==> src/lfsr_pkg.sv <==
package lfsr_pkg;

  ////////////////////////////////////////////////////////////////////////////
  // feedback flavors and width range
  ////////////////////////////////////////////////////////////////////////////

  // galois xor register locks up at all zeros
  // fibonacci xnor register locks up at all ones
  typedef enum logic [1:0] {
    GAL_XOR  = 2'd0,
    FIB_XNOR = 2'd1
  } lfsr_type_e;

  // widths covered by the tap tables below
  localparam int MIN_LFSR_DW = 8;
  localparam int MAX_LFSR_DW = 32;
  localparam int NUM_LFSR_DW = MAX_LFSR_DW - MIN_LFSR_DW + 1;

  ////////////////////////////////////////////////////////////////////////////
  // tap masks
  ////////////////////////////////////////////////////////////////////////////

  // galois xor masks indexed by width minus MIN_LFSR_DW
  // the top set bit of each entry marks the register length
  localparam logic [31:0] GAL_XOR_COEFFS [NUM_LFSR_DW] = '{
    // widths 8 to 15
    32'h0000008E,
    32'h00000108,
    32'h00000204,
    32'h00000402,
    32'h00000829,
    32'h0000100D,
    32'h00002015,
    32'h00004001,
    // widths 16 to 23
    32'h00008016,
    32'h00010004,
    32'h00020013,
    32'h00040013,
    32'h00080004,
    32'h00100002,
    32'h00200001,
    32'h00400010,
    // widths 24 to 32
    32'h0080000D,
    32'h01000004,
    32'h02000023,
    32'h04000013,
    32'h08000004,
    32'h10000002,
    32'h20000029,
    32'h40000004,
    32'h80000057
  };

  // fibonacci xnor masks indexed the same way
  // bits set here are the state bits fed into the parity
  localparam logic [31:0] FIB_XNOR_COEFFS [NUM_LFSR_DW] = '{
    // widths 8 to 15
    32'h000000B8,
    32'h00000110,
    32'h00000240,
    32'h00000500,
    32'h00000829,
    32'h0000100D,
    32'h00002015,
    32'h00006000,
    // widths 16 to 23
    32'h0000D008,
    32'h00012000,
    32'h00020400,
    32'h00040023,
    32'h00090000,
    32'h00140000,
    32'h00300000,
    32'h00420000,
    // widths 24 to 32
    32'h00E10000,
    32'h01200000,
    32'h02000023,
    32'h04000013,
    32'h09000000,
    32'h14000000,
    32'h20000029,
    32'h48000000,
    32'h80200003
  };

  ////////////////////////////////////////////////////////////////////////////
  // substitution box
  ////////////////////////////////////////////////////////////////////////////

  // 4-bit prince sbox, entry i is the image of nibble i
  localparam logic [3:0] SBOX4 [16] = '{
    4'hB, 4'hF, 4'h3, 4'h2,
    4'hA, 4'hC, 4'h9, 4'h1,
    4'h6, 4'h7, 4'h8, 4'h0,
    4'hE, 4'h5, 4'hD, 4'h4
  };

  // tap mask lookup by flavor and width
  // widths outside the table give an all-zero mask
  function automatic logic [31:0] lfsr_coeffs(lfsr_type_e lfsr_type, int width);
    int          idx;
    logic [31:0] mask;
    idx  = width - MIN_LFSR_DW;
    mask = '0;
    if ((idx >= 0) && (idx < NUM_LFSR_DW)) begin
      case (lfsr_type)
        GAL_XOR:  mask = GAL_XOR_COEFFS[idx];
        FIB_XNOR: mask = FIB_XNOR_COEFFS[idx];
        default:  mask = '0;
      endcase
    end
    return mask;
  endfunction

endpackage
==> src/lfsr_prng.sv <==
`timescale 1ns/100ps

module lfsr_prng #(
  // feedback flavor
  parameter lfsr_pkg::lfsr_type_e LfsrType     = lfsr_pkg::GAL_XOR,
  // register width
  parameter int unsigned          LfsrDw       = 32,
  // entropy input width
  parameter int unsigned          EntropyDw    = 8,
  // output tap width
  parameter int unsigned          StateOutDw   = 16,
  // reset and reseed value, must not be the lockup value
  parameter logic [LfsrDw-1:0]    DefaultSeed  = LfsrDw'(1),
  // sbox output layer on or off
  parameter bit                   NonLinearOut = 1'b0
) (
  input  logic                  clk_i,
  input  logic                  rst_ni,
  input  logic                  seed_en_i,
  input  logic [LfsrDw-1:0]     seed_i,
  input  logic                  lfsr_en_i,
  input  logic [EntropyDw-1:0]  entropy_i,
  output logic [StateOutDw-1:0] state_o
);

  import lfsr_pkg::*;

  // register contents into the output layer
  logic [LfsrDw-1:0] state_q;

  // state register with feedback, reseed and seed load
  lfsr_state #(
    .LfsrType    (LfsrType),
    .LfsrDw      (LfsrDw),
    .EntropyDw   (EntropyDw),
    .DefaultSeed (DefaultSeed)
  ) u_state (
    .clk_i       (clk_i),
    .rst_ni      (rst_ni),
    .seed_en_i   (seed_en_i),
    .seed_i      (seed_i),
    .lfsr_en_i   (lfsr_en_i),
    .entropy_i   (entropy_i),
    .state_q_o   (state_q)
  );

  // combinational output mapping
  lfsr_sbox_out #(
    .LfsrDw       (LfsrDw),
    .StateOutDw   (StateOutDw),
    .NonLinearOut (NonLinearOut)
  ) u_sbox_out (
    .clk_i        (clk_i),
    .rst_ni       (rst_ni),
    .state_q_i    (state_q),
    .state_o      (state_o)
  );

endmodule

==> src/lfsr_sbox_out.sv <==
`timescale 1ns/100ps

module lfsr_sbox_out #(
  // register width
  parameter int unsigned LfsrDw       = 32,
  // output tap width
  parameter int unsigned StateOutDw   = 16,
  // enable the sbox layer
  parameter bit          NonLinearOut = 1'b0
) (
  // clock and reset only feed the assertions
  input  logic                  clk_i,
  input  logic                  rst_ni,
  input  logic [LfsrDw-1:0]     state_q_i,
  output logic [StateOutDw-1:0] state_o
);

  import lfsr_pkg::*;

  // full width result before the output tap
  logic [LfsrDw-1:0] mapped;

  if (NonLinearOut) begin : gen_non_linear
    // one sbox per nibble of state
    localparam int NumSbox = LfsrDw / 4;
    localparam int IdxDw   = $clog2(LfsrDw);

    typedef logic [NumSbox-1:0][IdxDw-1:0] col_t;

    // rows feed the sboxes, columns give their input bit position
    logic [3:0][NumSbox-1:0][IdxDw-1:0] matrix_idx;
    logic [3:0][NumSbox-1:0][IdxDw-1:0] matrix_rr;
    logic [LfsrDw-1:0][IdxDw-1:0]       sbox_src;

    // rotate a column down by shift rows
    function automatic col_t rot_col(col_t col, int shift);
      col_t rot;
      for (int r = 0; r < NumSbox; r++) begin
        rot[(r + shift) % NumSbox] = col[r];
      end
      return rot;
    endfunction

    // flip a column upside down
    function automatic col_t rev_col(col_t col);
      col_t rev;
      for (int r = 0; r < NumSbox; r++) begin
        rev[r] = col[NumSbox-1-r];
      end
      return rev;
    endfunction

    // state bit j goes to column j/N, row j mod N
    for (genvar j = 0; j < LfsrDw; j++) begin : gen_fill
      assign matrix_idx[j / NumSbox][j % NumSbox] = IdxDw'(j);
    end

    // plain column-major filling would let sbox k repeat sbox k+1 one step later
    // so three columns get bent out of line
    always_comb begin
      matrix_rr[0] = matrix_idx[0];
      matrix_rr[1] = rot_col(matrix_idx[1], NumSbox / 2);
      matrix_rr[2] = rev_col(matrix_idx[2]);
      matrix_rr[3] = rev_col(rot_col(matrix_idx[3], 1));
    end

    // read rows out as a flat list, four entries per sbox
    for (genvar k = 0; k < LfsrDw; k++) begin : gen_flat
      assign sbox_src[k] = matrix_rr[k % 4][k / 4];
    end

    // substitution layer
    for (genvar b = 0; b < NumSbox; b++) begin : gen_sbox
      logic [3:0] sbox_in;
      assign sbox_in = {state_q_i[sbox_src[4*b+3]],
                        state_q_i[sbox_src[4*b+2]],
                        state_q_i[sbox_src[4*b+1]],
                        state_q_i[sbox_src[4*b]]};
      assign mapped[4*b +: 4] = SBOX4[sbox_in];
    end

    // the row/column scheme only works out for power of two widths from 16 up
    SboxAlign_A: assert property (
      @(posedge clk_i) disable iff (!rst_ni)
      ((2 ** $clog2(LfsrDw)) == LfsrDw) && (LfsrDw >= 16)
    ) else $error("sbox layer needs a power of two width of 16 or more");

  end else begin : gen_pass_thru
    // linear output straight from the register
    assign mapped = state_q_i;
  end

  // low bits form the output tap
  assign state_o = mapped[StateOutDw-1:0];

  // any x here means the register or the index matrix went undefined
  OutKnown_A: assert property (
    @(posedge clk_i) disable iff (!rst_ni)
    !$isunknown(state_o)
  ) else $error("output unknown");

endmodule

==> src/lfsr_state.sv <==
`timescale 1ns/100ps

module lfsr_state #(
  // feedback flavor
  parameter lfsr_pkg::lfsr_type_e LfsrType    = lfsr_pkg::GAL_XOR,
  // register width
  parameter int unsigned          LfsrDw      = 32,
  // entropy bits xor'd into the low end of the state
  parameter int unsigned          EntropyDw   = 8,
  // reset value and lockup reseed value
  parameter logic [LfsrDw-1:0]    DefaultSeed = LfsrDw'(1)
) (
  input  logic                 clk_i,
  input  logic                 rst_ni,
  // external seed load, wins over everything else
  input  logic                 seed_en_i,
  input  logic [LfsrDw-1:0]    seed_i,
  // step enable
  input  logic                 lfsr_en_i,
  input  logic [EntropyDw-1:0] entropy_i,
  // full register contents
  output logic [LfsrDw-1:0]    state_q_o
);

  import lfsr_pkg::*;

  // tap mask from the table, cut to the register width
  localparam logic [31:0]       CoeffsFull = lfsr_coeffs(LfsrType, LfsrDw);
  localparam logic [LfsrDw-1:0] Coeffs     = CoeffsFull[LfsrDw-1:0];

  logic [LfsrDw-1:0] lfsr_q;
  logic [LfsrDw-1:0] lfsr_d;
  logic [LfsrDw-1:0] next_state;
  logic [LfsrDw-1:0] entropy_ext;
  logic              lockup;

  // entropy lands on the low state bits
  assign entropy_ext = LfsrDw'(entropy_i);

  ////////////////////////////////////////////////////////////////////////////
  // flavor specific feedback
  ////////////////////////////////////////////////////////////////////////////

  if (LfsrType == GAL_XOR) begin : gen_gal_xor
    // internal xor taps
    // shift right and fold the mask in when bit 0 drops out as one
    assign next_state = entropy_ext
                      ^ ({LfsrDw{lfsr_q[0]}} & Coeffs)
                      ^ (lfsr_q >> 1);

    // all zeros never leaves on its own
    assign lockup = ~(|lfsr_q);

  end else begin : gen_fib_xnor
    // external xnor feedback
    // shift left and fill bit 0 with the inverted tap parity
    assign next_state = entropy_ext
                      ^ {lfsr_q[LfsrDw-2:0], ~(^(lfsr_q & Coeffs))};

    // all ones keeps the xnor parity at one forever
    assign lockup = &lfsr_q;
  end

  ////////////////////////////////////////////////////////////////////////////
  // update priority and register
  ////////////////////////////////////////////////////////////////////////////

  // seed load first, then reseed on lockup, then normal step
  always_comb begin
    if (seed_en_i) begin
      lfsr_d = seed_i;
    end else if (lfsr_en_i && lockup) begin
      lfsr_d = DefaultSeed;
    end else if (lfsr_en_i) begin
      lfsr_d = next_state;
    end else begin
      lfsr_d = lfsr_q;
    end
  end

  always_ff @(posedge clk_i or negedge rst_ni) begin
    if (!rst_ni) begin
      lfsr_q <= DefaultSeed;
    end else begin
      lfsr_q <= lfsr_d;
    end
  end

  assign state_q_o = lfsr_q;

  ////////////////////////////////////////////////////////////////////////////
  // assertions
  ////////////////////////////////////////////////////////////////////////////

  // an external seed shows up on the register one edge later
  SeedLoad_A: assert property (
    @(posedge clk_i) disable iff (!rst_ni)
    seed_en_i |=> (lfsr_q == $past(seed_i))
  ) else $error("seed not loaded");

  // a stuck register is reseeded on the next enabled edge
  // this also catches a DefaultSeed that equals the lockup value
  LockupExit_A: assert property (
    @(posedge clk_i) disable iff (!rst_ni)
    (lfsr_en_i && lockup && !seed_en_i) |=> !lockup
  ) else $error("lockup not cleared");

  // mask top bit sets the length
  // a missing entry would leave it clear
  CoeffTop_A: assert property (
    @(posedge clk_i) disable iff (!rst_ni)
    Coeffs[LfsrDw-1]
  ) else $error("tap mask top bit clear");

  // table range and entropy fit
  WidthRange_A: assert property (
    @(posedge clk_i) disable iff (!rst_ni)
    (LfsrDw >= MIN_LFSR_DW) && (LfsrDw <= MAX_LFSR_DW) && (EntropyDw <= LfsrDw)
  ) else $error("unsupported width setting");

endmodule

==> config.mk <==
export PLATFORM = sky130hd
export DESIGN_NAME = lfsr_prng
export DESIGN_NICKNAME = d
export VERILOG_FILES = /design/src/lfsr_pkg.sv /design/src/lfsr_prng.sv /design/src/lfsr_sbox_out.sv /design/src/lfsr_state.sv
export SDC_FILE = /design/constraint.sdc
export NUM_CORES = 1
export LEC_CHECK = 0
export BUFFER_PORTS_ARGS = -buffer_cell sky130_fd_sc_hd__buf_2
export CORE_MARGIN = 2
export CORE_UTILIZATION = 30
export DETAILED_ROUTE_END_ITERATION = 16
export GPL_TIMING_DRIVEN = 0
export HOLD_SLACK_MARGIN = 0.05
export PLACE_DENSITY_LB_ADDON = 0.3
export SLEW_MARGIN = 40
export SYNTH_ARGS = -nofsm -noshare
export SYNTH_HDL_FRONTEND = slang
export SYNTH_SLANG_ARGS = --single-unit
==> constraint.sdc <==
create_clock -name clk_i -period 2.05 [get_ports clk_i]
set_clock_uncertainty 0.15 [all_clocks]
set_input_delay 0.1025 -clock clk_i [delete_from_list [all_inputs] [get_ports clk_i]]
set_output_delay 0.1025 -clock clk_i [all_outputs]
set_load 0.05 [all_outputs]
**Word level (Yosys, flattened, before mapping)**

Index checks and enable logic that the tools add are counted.

- Bits in registers: 32
- Output and inout port bits: 16

- Mux-type cells: 3
- Bitwise operators: 3
- Reductions and logical operators: 3

Operator list:

| cell | number |
|---|---|
| 32-bit 2-to-1 mux | 3 |
| 32-bit OR reduction | 1 |
| 32-bit by 31-bit XOR with 32-bit output | 1 |
| 8-bit by 32-bit XOR with 32-bit output | 1 |
| 3-bit nonzero test | 1 |
| 1-bit logical AND | 1 |
| 1-bit inverter | 1 |

**Depth between registers and ports, before layout**

Gate-level depths: netlist of run 1.

- Depth after elaboration: 5
- Depth in mapped cells: 5
- Mapped depth without buffers: 4

**Modules after synthesis**

From an unflattened synthesis of run 1, not the netlist that was laid out.

- Cell total of the unflattened synthesis: 186
- Area total of the unflattened synthesis: 1,864.3 µm²

Modules (own cells, without submodules):

| module | times used | cells each | area each (µm²) | sequential area each (µm²) |
|---|---|---|---|---|
| lfsr_state | 1 | 170 | 1,744.2 | 802.0 |
| lfsr_sbox_out | 1 | 16 | 120.1 | 0.0 |

**Least setup slack after synthesis of run 1**

No wires, ideal clock.

- Path type: register -> register
- Start: reg u_state.lfsr_q[0], in the netlist u_state.state_q_o[0]
- End: reg u_state.lfsr_q[1], in the netlist u_state.state_q_o[1]
- Setup time: 0.135 ns
- Data arrival time: 1.426 ns
- Data required time: 1.765 ns
- Path slack: 0.339 ns
- Stages on the path, launching flop included: 6
- Buffers on the path: 1
- Clock period less this slack: 1.711 ns
- Path through: dfstp_2 buf_6 nor4b_4 nand4_2 o41ai_4 o21ai_1

- Longest elaborated chain between the ends: 5
- Elaborated cells between the ends (all ways): 9
- Classes of those cells: mux (3); bitwise (3); reduce/logical (3)

RTL lines:

| item | line | source |
|---|---|---|
| start: declaration | lfsr_state.sv:31 | `logic [LfsrDw-1:0] lfsr_q;` |
| start signal: assignment | lfsr_state.sv:83 | `lfsr_q <= DefaultSeed;` |
| start signal: assignment | lfsr_state.sv:85 | `lfsr_q <= lfsr_d;` |
| 32-bit OR reduction or 8-bit by 32-bit XOR with 32-bit output (tied branches) | lfsr_state.sv:52, lfsr_state.sv:48 |  |
| 1-bit inverter or 32-bit by 31-bit XOR with 32-bit output (tied branches) | lfsr_state.sv:52, lfsr_state.sv:49 |  |
| 1-bit logical AND or 32-bit 2-to-1 mux (tied branches) | lfsr_state.sv:72, lfsr_state.sv:74 |  |
| 32-bit 2-to-1 mux | lfsr_state.sv:72 | `end else if (lfsr_en_i && lockup) begin` |
| 32-bit 2-to-1 mux | lfsr_state.sv:70 | `if (seed_en_i) begin` |

Parallel ways exist; a longest one is shown, timed or not. The select of a mux whose other input is x is not followed.
A chain may end at the register's enable or synchronous reset.

**Worst setup path in the final report of run 1**

- Start: reg u_state.lfsr_q[10], in the netlist u_state.state_q_o[10]
- End: reg u_state.lfsr_q[2], in the netlist u_state.state_q_o[2]

- Longest elaborated chain between the ends: 5
- Elaborated cells between the ends (all ways): 6
- Classes of those cells: mux (2); bitwise (1); reduce/logical (3)

RTL lines:

| item | line | source |
|---|---|---|
| 32-bit OR reduction * | lfsr_state.sv:52 | `assign lockup = ~(\|lfsr_q);` |
| 1-bit inverter * | lfsr_state.sv:52 |  |
| 1-bit logical AND * | lfsr_state.sv:72 |  |
| 32-bit 2-to-1 mux | lfsr_state.sv:72 |  |
| 32-bit 2-to-1 mux | lfsr_state.sv:70 |  |

Every way passes the cells marked *; elsewhere a longest branch is shown, timed or not.

==> flow_summary_export.csv, run 1 <==
group,metric,value,unit
job,maxCapViolations,0,
sta,rsz0062_at_grt,"no",
global_routing,grt_pass1_wl,7.96,mm
worst_setup_path,worstSetupPathType,"register to register",
clocking,cts.sinks,32,
layout,stdcell_count,360,
die,start_util,31.0,%
layout,layout.nets,329,
layout,drive_above_1_share,31.6,%
pwr,p_int,1.20,mW
global_routing,grt_usage,15.6,%
worst_setup_path,cp-end-kind,"register",
pwr,peakVddDrop,0.398,mV
pwr,fin_total_pwr,1.82,mW
routing,drtAntennaViolNets,0,
clocking,clockBufferDepth,2,
die,die_h,82.3,um
logic_synthesis,ys_seq_area_share,43.6,%
logic_synthesis,syn_nets,228,
global_routing,grt_overflow,0,
layout,layout_common_cells,"60 x buf_2, 37 x dlygate4sd3_1, 31 x dfrtp_1, 26 x nand2_1, 25 x o21ai_0",
clocking,clkTransAtPathRegs,0.07,ns
sta,worst_pin_slew,0.707,ns
die,die-area,0.00677,mm2
sta,slew_headroom,52.8,%
die,coreArea,0.00592,mm2
layout,diodes,0,
pwr,power_density,682,mW/mm2
placement,dp_hpwl,3.27,mm
worst_setup_path,max_stage_delay,0.56,ns
logic_synthesis,ys_types,28,
layout,final.fill_count,580,
routing,drtPass1Iterations,4,
worst_setup_path,cp.required,2.05,ns
pwr,swShare,34.1,%
worst_setup_path,worstRegToRegCells,4,
routing,wl_per_cell,13.0,um
sta,fin_setup_tns,0,ns
global_routing,antenna_found_initial,0,
pwr,switchingPower,0.620,mW
worst_setup_path,arrival,1.92,ns
logic_synthesis,syn_inst,184,
die,ios,60,
die,die_x,82.3,um
sta,whs,0.0632,ns
sta,fmax,521,MHz
layout,syn2layout_area_growth,45.0,%
worst_setup_path,worstPathCellList,"nor4_1 -> nand2_1 -> o41ai_4 -> o21ai_1",
clocking,cts_tree,"built",
routing,vias_per_cell,4.44,
routing,vias,1599,
clocking,cts_buffers,5,
worst_hold_path,hp-class,"primary input to register",
sta,finalMaxSlewViolations,0,
logic_synthesis,syn_area,0.00184,mm2
placement,place_congestion,0.743,
sta,hold_viol_final,0,
routing,wirelength,4.67,mm
pwr,p_seq_share,43.4,%
routing,drcViolationCount,0,
layout,largest_register_ffs,32,
logic_synthesis,ys_warn_count,0,
outcome,outcome,"finished, final reports clean",
die,fp-row-count,28,
worst_setup_path,start_kind,"register",
worst_hold_path,holdPathStages,4,
sta,post-route-period-util,93.7,%
layout,final_common_cell,"buf_2",
routing,drt_iter0_markers,81,
placement,place_inst,316,
sta,finalSetupViolCount,0,
placement,port_buffers,57,
logic_synthesis,synth.avg_cell_area,9.99,um2
clocking,worst_skew_pair.late_latency,0.28,ns
clocking,cts_max_level,2,
worst_setup_path,critPathMaxFanout,6,
pwr,power_frac_clock,24.8,%
worst_setup_path,cp_slowest_cell,"o41ai_4",
global_routing,grt_pass1_vias,1642,
logic_synthesis,ys_seq_elements,32,
clocking,clockRootBuffer,"clkbuf_8",
pwr,p_comb_share,31.8,%
pwr,power_leakage,1.26,nW
global_routing,grt_max_degree,33,
sta,finalCriticalPeriod,1.92,ns
[power groups by stage]
stage / clock network (mW) / logic (mW) / registers [mW]
6_report: 0.451 / 0.577 / 0.789
5_1_grt: 0.499 / 0.637 / 0.801
4_1_cts: 0.465 / 0.582 / 0.788
3_5_place_dp: 0 / 0.527 / 0.798
3_3_place_gp: 0 / 0.523 / 0.798
2_1_floorplan: 0 / 0.402 / 0.776
[per-stage QoR]
step	util (%)	instance area (um2)	setup slack, ns
4_1_cts	45.0	2670	0.0411
3_5_place_dp	37.4	2220	0.0569
5_1_grt	45.0	2670	0.0346
2_1_floorplan	-	1840	0.339
3_3_place_gp	37.4	2220	0.0463
6_report	45.0	2670	0.130
[synthesized netlist by cell type, drive strengths merged]
master  count  area, um2
nor4b       1       23.8
clkbuf      8       30.0
buf        20        146
nand2b      1       6.26
dfstp       1       26.3
nand2      27        104
xor2        6       52.6
o41ai       1       27.5
xnor2       6       52.6
mux2i      24        240
a21oi       5       25.0
a22oi       3       22.5
nor3b       4       30.0
dfrtp      31        776
nand4       1       12.5
a221o       1       10.0
nor2b       1       6.26
nor4        7       65.1
or3         1       6.26
o21ai      31        155
a31o        1       8.76
nor2        3       11.3
[worst max-delay path: cells and delay by family, from the launching register on]
family          cells  cell delay (ns)
flops               1             0.42
compound gates      2             0.70
simple gates        2             0.51
[routing by layer]
metal	GRT usage [%]	share of wire, %	vias up
li1	-	-	829
met1	22.1	50	719
met2	23.2	44	46
met3	3.59	5.0	5
met4	5.50	1.4	0
met5	0	0	-
[path summary, 6_finish.rpt]
path	startpoint	end	slack, ns
max	u_state.state_q_o[10]	u_state.state_q_o[2]	0.13
min	entropy_i[1]	u_state.state_q_o[1]	0.06
max in group asynchronous	rst_ni	u_state.state_q_o[20]	1.04
min in group asynchronous	rst_ni	u_state.state_q_o[24]	0.25
max reg2reg	u_state.state_q_o[10]	u_state.state_q_o[2]	0.13
min reg2reg	u_state.state_q_o[28]	u_state.state_q_o[27]	0.45
[cells by family (layout without fill, tap and decap cells)]
group	after synthesis	after routing	share of synthesized area [%]
AO/OA/AOI/OAI	42	42	13.5
XOR/XNOR	12	12	5.72
buffers and inverters	28	129	9.60
flip-flops	32	32	43.6
multiplexers	24	24	13.1
AND/OR/NAND/NOR	46	46	14.4
[area by class of cell]
type / count / area, um2 / area share, %
Timing Repair Buffer: 94 / 656 / 24.6
Clock buffer: 6 / 72.6 / 2.72
Sequential cell: 32 / 802 / 30.1
Tap cell: 75 / 93.8 / 3.52
Clock inverter: 1 / 5.00 / 0.188
Buffer: 28 / 176 / 6.62
Multi-Input combinational cell: 124 / 860 / 32.3
[what timing repair did]
action | CTS | global route
endpoints found under the setup margin | 0 | 6
buffers inserted | 0 | 0
gates resized for setup | 0 | 0
hold buffers | 37 | 0
hold endpoints to repair | 63 | 0
(Power assumes the default switching activity.)
==> run 2: changes to the inputs <==
- CORE_ASPECT_RATIO: unset -> 0.6
- CTS_CLUSTER_DIAMETER: unset -> 50
==> flow_summary_export.csv, run 2 (synthesis results as in run 1) <==
group,metric,value,unit
clocking,cts_max_level,2,
layout,stdcell_count,373,
placement,place_inst,325,
die,die_x,105,um
clocking,worst_skew_pair.late_latency,0.28,ns
sta,finalCriticalPeriod,1.80,ns
die,die-area,0.00679,mm2
sta,rsz0062_at_grt,"no",
pwr,peakVddDrop,0.288,mV
worst_setup_path,cp_slowest_cell,"dfrtp_1",
pwr,power_leakage,1.29,nW
worst_setup_path,cp-end-kind,"register",
die,die_h,64.6,um
layout,final_area,0.00272,mm2
layout,diodes,0,
clocking,cts_tree,"built",
placement,post-place-ws,0.142,ns
worst_setup_path,worstSetupPathType,"register to register",
placement,port_buffers,57,
clocking,clockRootBuffer,"clkbuf_8",
global_routing,antenna_found_initial,0,
layout,final_common_cell,"buf_2",
sta,finalMaxSlewViolations,0,
worst_setup_path,arrival,1.87,ns
worst_setup_path,max_stage_delay,0.43,ns
die,coreArea,0.00603,mm2
outcome,outcome,"finished, final reports clean",
job,maxCapViolations,0,
clocking,cts.sinks,32,
layout,layout.nets,332,
die,ios,60,
worst_setup_path,worstPathCellList,"nor4_1 -> nand4_2 -> nor4_1 -> a221o_1",
global_routing,grt_overflow,0,
sta,fin_setup_tns,0,ns
pwr,fin_total_pwr,1.87,mW
worst_setup_path,cp.required,2.12,ns
clocking,postCtsSetupBuffers,0,
sta,whs,0.162,ns
sta,finalSetupViolCount,0,
sta,slew_headroom,70.8,%
layout,final_core_util,45.2,%
routing,drtAntennaViolNets,0,
worst_setup_path,cp_common_cell,"nor4_1",
pwr,power_density,686,mW/mm2
routing,drcViolationCount,0,
global_routing,grt_pass1_vias,1554,
placement,place_congestion,0.740,
routing,wl_per_cell,12.9,um
placement,place_area,0.00223,mm2
global_routing,grt_usage,15.0,%
routing,drtPass1Iterations,4,
sta,worst_pin_slew,0.438,ns
sta,finalWorstSetupSlack,0.249,ns
sta,post-route-period-util,87.9,%
layout,layout_common_cells,"59 x buf_2, 40 x dlygate4sd3_1, 31 x dfrtp_1, 26 x nand2_1, 25 x o21ai_0",
global_routing,grt_max_degree,33,
sta,fmax,555,MHz
die,fp-row-count,22,
routing,vias,1628,
worst_setup_path,start_kind,"register",
worst_setup_path,cp_top_family,"simple AND/OR/NAND/NOR gates",
clocking,clockBufferDepth,2,
layout,largest_register_ffs,32,
die,start_util,30.5,%
routing,vias_per_cell,4.36,
global_routing,grt_pass1_wl,7.84,mm
layout,syn2layout_area_growth,48.2,%
clocking,clkTransAtPathRegs,0.07,ns
layout,drive_above_1_share,31.8,%
sta,hold_viol_final,0,
routing,drt_iter0_markers,45,
placement,dp_hpwl,3.55,mm
worst_setup_path,worst-path-buf-inv,0,
clocking,cts_buffers,5,
worst_setup_path,critPathMaxFanout,4,
worst_hold_path,hp-class,"primary input to async pin",
routing,wirelength,4.82,mm
## run 2: cell count changes in the layout (fill, tap and decap cells not counted)
cell	change
buf_2	-1
buf_4	+1
clkbuf_1	-1
clkbuf_8	+1
clkinv_2	+1
dlygate4sd3_1	+3
## run 2: final cells by class
class / instances / area, um2
Sequential cell: 32 / 802
Tap cell: 84 / 105
Fill cell: 612 / 3300
Multi-Input combinational cell: 124 / 860
Clock buffer: 6 / 82.6
Timing Repair Buffer: 97 / 688
Clock inverter: 2 / 10.0
Buffer: 28 / 176
## run 2: timing repair
item                                    4_1_cts  5_1_grt
endpoints found under the setup margin        0        4
endpoints found under the hold margin        63        0
hold buffers                                 40        0
resized for setup                             0        0
## run 2: power by group
part | switching, mW | internal, mW | total, mW | leakage, nW
Sequential | 0.0900 | 0.705 | 0.795 | 0.387
Clock | 0.226 | 0.267 | 0.493 | 0.0510
Combinational | 0.315 | 0.266 | 0.581 | 0.847
## run 2: layer usage
| metal | GRT usage, % | up-vias | part of all wire (%) |
|---|---|---|---|
| li1 | - | 836 | - |
| met1 | 22.7 | 747 | 56 |
| met2 | 19.6 | 43 | 38 |
| met3 | 6.04 | 2 | 5.9 |
| met4 | 2.50 | 0 | 0.23 |
| met5 | 0 | - | 0 |
## run 2: final timing paths
| path | slack (ns) | cells past startpoint | start | to |
|---|---|---|---|---|
| worst min register to register | 0.44 | 2 | u_state.state_q_o[31] | u_state.state_q_o[31] |
| worst max-delay path | 0.25 | 4 | u_state.state_q_o[6] | u_state.state_q_o[0] |
| min in group clk_i | 0.21 | 4 | lfsr_en_i | u_state.state_q_o[6] |
| max in group asynchronous | 1.25 | 2 | rst_ni | u_state.state_q_o[0] |
| worst min-delay path | 0.16 | 2 | rst_ni | u_state.state_q_o[27] |
| worst max register to register | 0.25 | 4 | u_state.state_q_o[6] | u_state.state_q_o[0] |
## run 2: worst reg2reg max path, cell delays in order (launching register included)
cell and delay [ns]:
dfrtp_1 0.43, nor4_1 0.35, nand4_2 0.19, nor4_1 0.40, a221o_1 0.21
==> run 3: changes to the inputs <==
- SYNTH_HIERARCHICAL: unset -> 1
==> flow_summary_export.csv, run 3 <==
group,metric,value,unit
outcome,outcome,"finished, final reports clean",
global_routing,grt_overflow,0,
logic_synthesis,ys_seq_area_share,43.0,%
sta,post-route-period-util,93.8,%
die,ios,60,
worst_setup_path,crit_path_end,"u_state/state_q_o[2]",
routing,wirelength,4.73,mm
routing,wl_per_cell,12.6,um
placement,place_congestion,0.779,
pwr,p_comb_share,31.2,%
die,die_h,65.1,um
logic_synthesis,synth_ff_type,"dfrtp_1",
global_routing,grt_pass1_wl,7.60,mm
clocking,worst_skew_pair.late_latency,0.28,ns
die,fp-row-count,22,
worst_setup_path,start_kind,"register",
sta,hold_viol_final,0,
pwr,p_seq_share,42.3,%
pwr,p_int,1.25,mW
global_routing,grt_usage,14.6,%
logic_synthesis,syn_area,0.00186,mm2
layout,syn2layout_area_growth,46.4,%
worst_setup_path,worstSetupPathType,"register to register",
logic_synthesis,synthArstFlopShare,100,%
routing,drcViolationCount,0,
job,maxCapViolations,0,
clocking,clockBufferDepth,2,
pwr,power_density,687,mW/mm2
worst_hold_path,hp-class,"primary input to register",
layout,layout.nets,333,
sta,fmax,520,MHz
sta,slew_headroom,51.9,%
routing,vias,1656,
worst_setup_path,reg2reg_slack,0.13,ns
pwr,power_leakage,1.29,nW
routing,drtAntennaViolNets,0,
logic_synthesis,synth_top_cell_by_area,"dfrtp_1",
clocking,clkTransAtPathRegs,0.07,ns
clocking,clockRootBuffer,"clkbuf_8",
die,die_x,106,um
sta,finalMaxSlewViolations,0,
worst_setup_path,cp-end-kind,"register",
sta,finalCriticalPeriod,1.92,ns
pwr,power_frac_clock,26.5,%
worst_setup_path,arrival,1.92,ns
routing,vias_per_cell,4.43,
logic_synthesis,synth_edf_count,0,
worst_setup_path,cp-startpoint,"u_state/state_q_o[7]",
worst_setup_path,worstRegToRegCells,4,
worst_setup_path,r2r-end,"u_state/state_q_o[2]",
layout,final_common_cell,"buf_2",
global_routing,grt_pass1_vias,1549,
logic_synthesis,ys_top_cells_by_count,"31 x dfrtp_1, 26 x nand2_1, 24 x mux2i_1, 24 x o21ai_0, 16 x buf_4",
clocking,cts_tree,"built",
pwr,swShare,33.5,%
worst_setup_path,cp.required,2.04,ns
layout,largest_register_ffs,32,
layout,diodes,0,
global_routing,antenna_found_initial,0,
clocking,cts_buffers,5,
layout,drive_above_1_share,31.4,%
layout,layout_common_cells,"60 x buf_2, 38 x dlygate4sd3_1, 31 x dfrtp_1, 26 x nand2_1",
worst_setup_path,critPathMaxFanout,6,
clocking,cts_max_level,2,
layout,final.fill_count,613,
worst_setup_path,rr_startpoint,"u_state/state_q_o[7]",
routing,drtPass1Iterations,4,
sta,worst_pin_slew,0.722,ns
logic_synthesis,syn_nets,230,
pwr,peakVddDrop,0.260,mV
die,die-area,0.00688,mm2
die,coreArea,0.00606,mm2
layout,final_core_util,45.1,%
routing,drt_iter0_markers,40,
logic_synthesis,synth_most_common_cell,"dfrtp_1",
logic_synthesis,ys_warn_count,6,
sta,rsz0062_at_grt,"no",
die,start_util,30.8,%
sta,fin_setup_tns,0,ns
logic_synthesis,synth.avg_cell_area,10.0,um2
placement,port_buffers,58,
pwr,switchingPower,0.629,mW
logic_synthesis,synth_area_leaders,"dfrtp_1 42%, mux2i_1 13%, o21ai_0 6.4%",
logic_synthesis,ys_types,28,
placement,dp_hpwl,3.45,mm
sta,finalSetupViolCount,0,
clocking,cts.sinks,32,
logic_synthesis,yosysTopAreaCellShare,41.6,%
logic_synthesis,ys_seq_elements,32,
sta,whs,0.0611,ns
global_routing,grt_max_degree,33,
logic_synthesis,syn_inst,186,
## run 3: repair_timing
| item | 4_1_cts | 5_1_grt |
|---|---|---|
| gates resized for setup | 0 | 0 |
| hold buffers | 38 | 0 |
| buffers inserted | 0 | 0 |
| hold endpoints to repair | 63 | 0 |
| endpoints found under the setup margin | 0 | 6 |
## run 3: final cells by class
cell class                 instances  area (um2)  area share (%)
tap                               84         105            3.85
clock buffer                       8        90.1            3.30
multi-input combinational        126         880            32.2
sequential                        32         802            29.4
timing repair buffer              96         671            24.6
buffer                            28         183            6.69
## run 3: how the worst min path moves through the flow
stage / endpoint / cells past startpoint / slack, ns / start
2_1_floorplan: u_state/state_q_o[10] / 0 / -0.34 / rst_ni
3_3_place_gp: u_state/state_q_o[10] / 1 / 0.05 / rst_ni
3_5_place_dp: u_state/state_q_o[10] / 1 / 0.06 / rst_ni
4_1_cts: u_state/state_q_o[2] / 4 / 0.05 / entropy_i[2]
5_1_grt: u_state/state_q_o[2] / 4 / 0.06 / entropy_i[2]
6_report: u_state/state_q_o[6] / 4 / 0.06 / entropy_i[6]
## run 3: cells by family after synthesis
group / after synthesis / synth area share (%)
AND/OR/NAND/NOR: 48 / 15.5
XOR/XNOR: 12 / 5.64
AO/OA/AOI/OAI: 42 / 13.2
multiplexers: 24 / 12.9
buffers and inverters: 28 / 9.80
flip-flops: 32 / 43.0
## run 3: metrics by stage
step	std cells	setup slack (ns)	cell area, um2	power [mW]
final	374	0.126	2730	1.88
after global routing	374	0.00224	2730	1.98
after CTS	374	0.0340	2730	1.89
after detailed placement	328	0.0407	2260	1.34
after global placement	328	0.0432	2260	1.33
after floorplan	186	0.342	1860	1.19
## run 3: worst max-delay path: stages, from the launching register on
cell and delay, ns:
dfrtp_1 0.43, nor4_1 0.41, nand4_2 0.20, o41ai_4 0.45, o21ai_1 0.15
## run 3: routing by layer
layer | routed length, um | GRT usage (%)
met1 | 2620 | 21.9
met2 | 1840 | 20.4
met3 | 246 | 4.12
met4 | 27 | 3.45
met5 | 0 | 0
## run 3: power groups by stage
stage,Sequential (mW),Clock (mW),Combinational (mW)
final,0.794,0.498,0.585
after global routing,0.805,0.541,0.635
after CTS,0.794,0.510,0.589
after detailed placement,0.806,0,0.532
after global placement,0.803,0,0.531
after floorplan,0.779,0,0.407
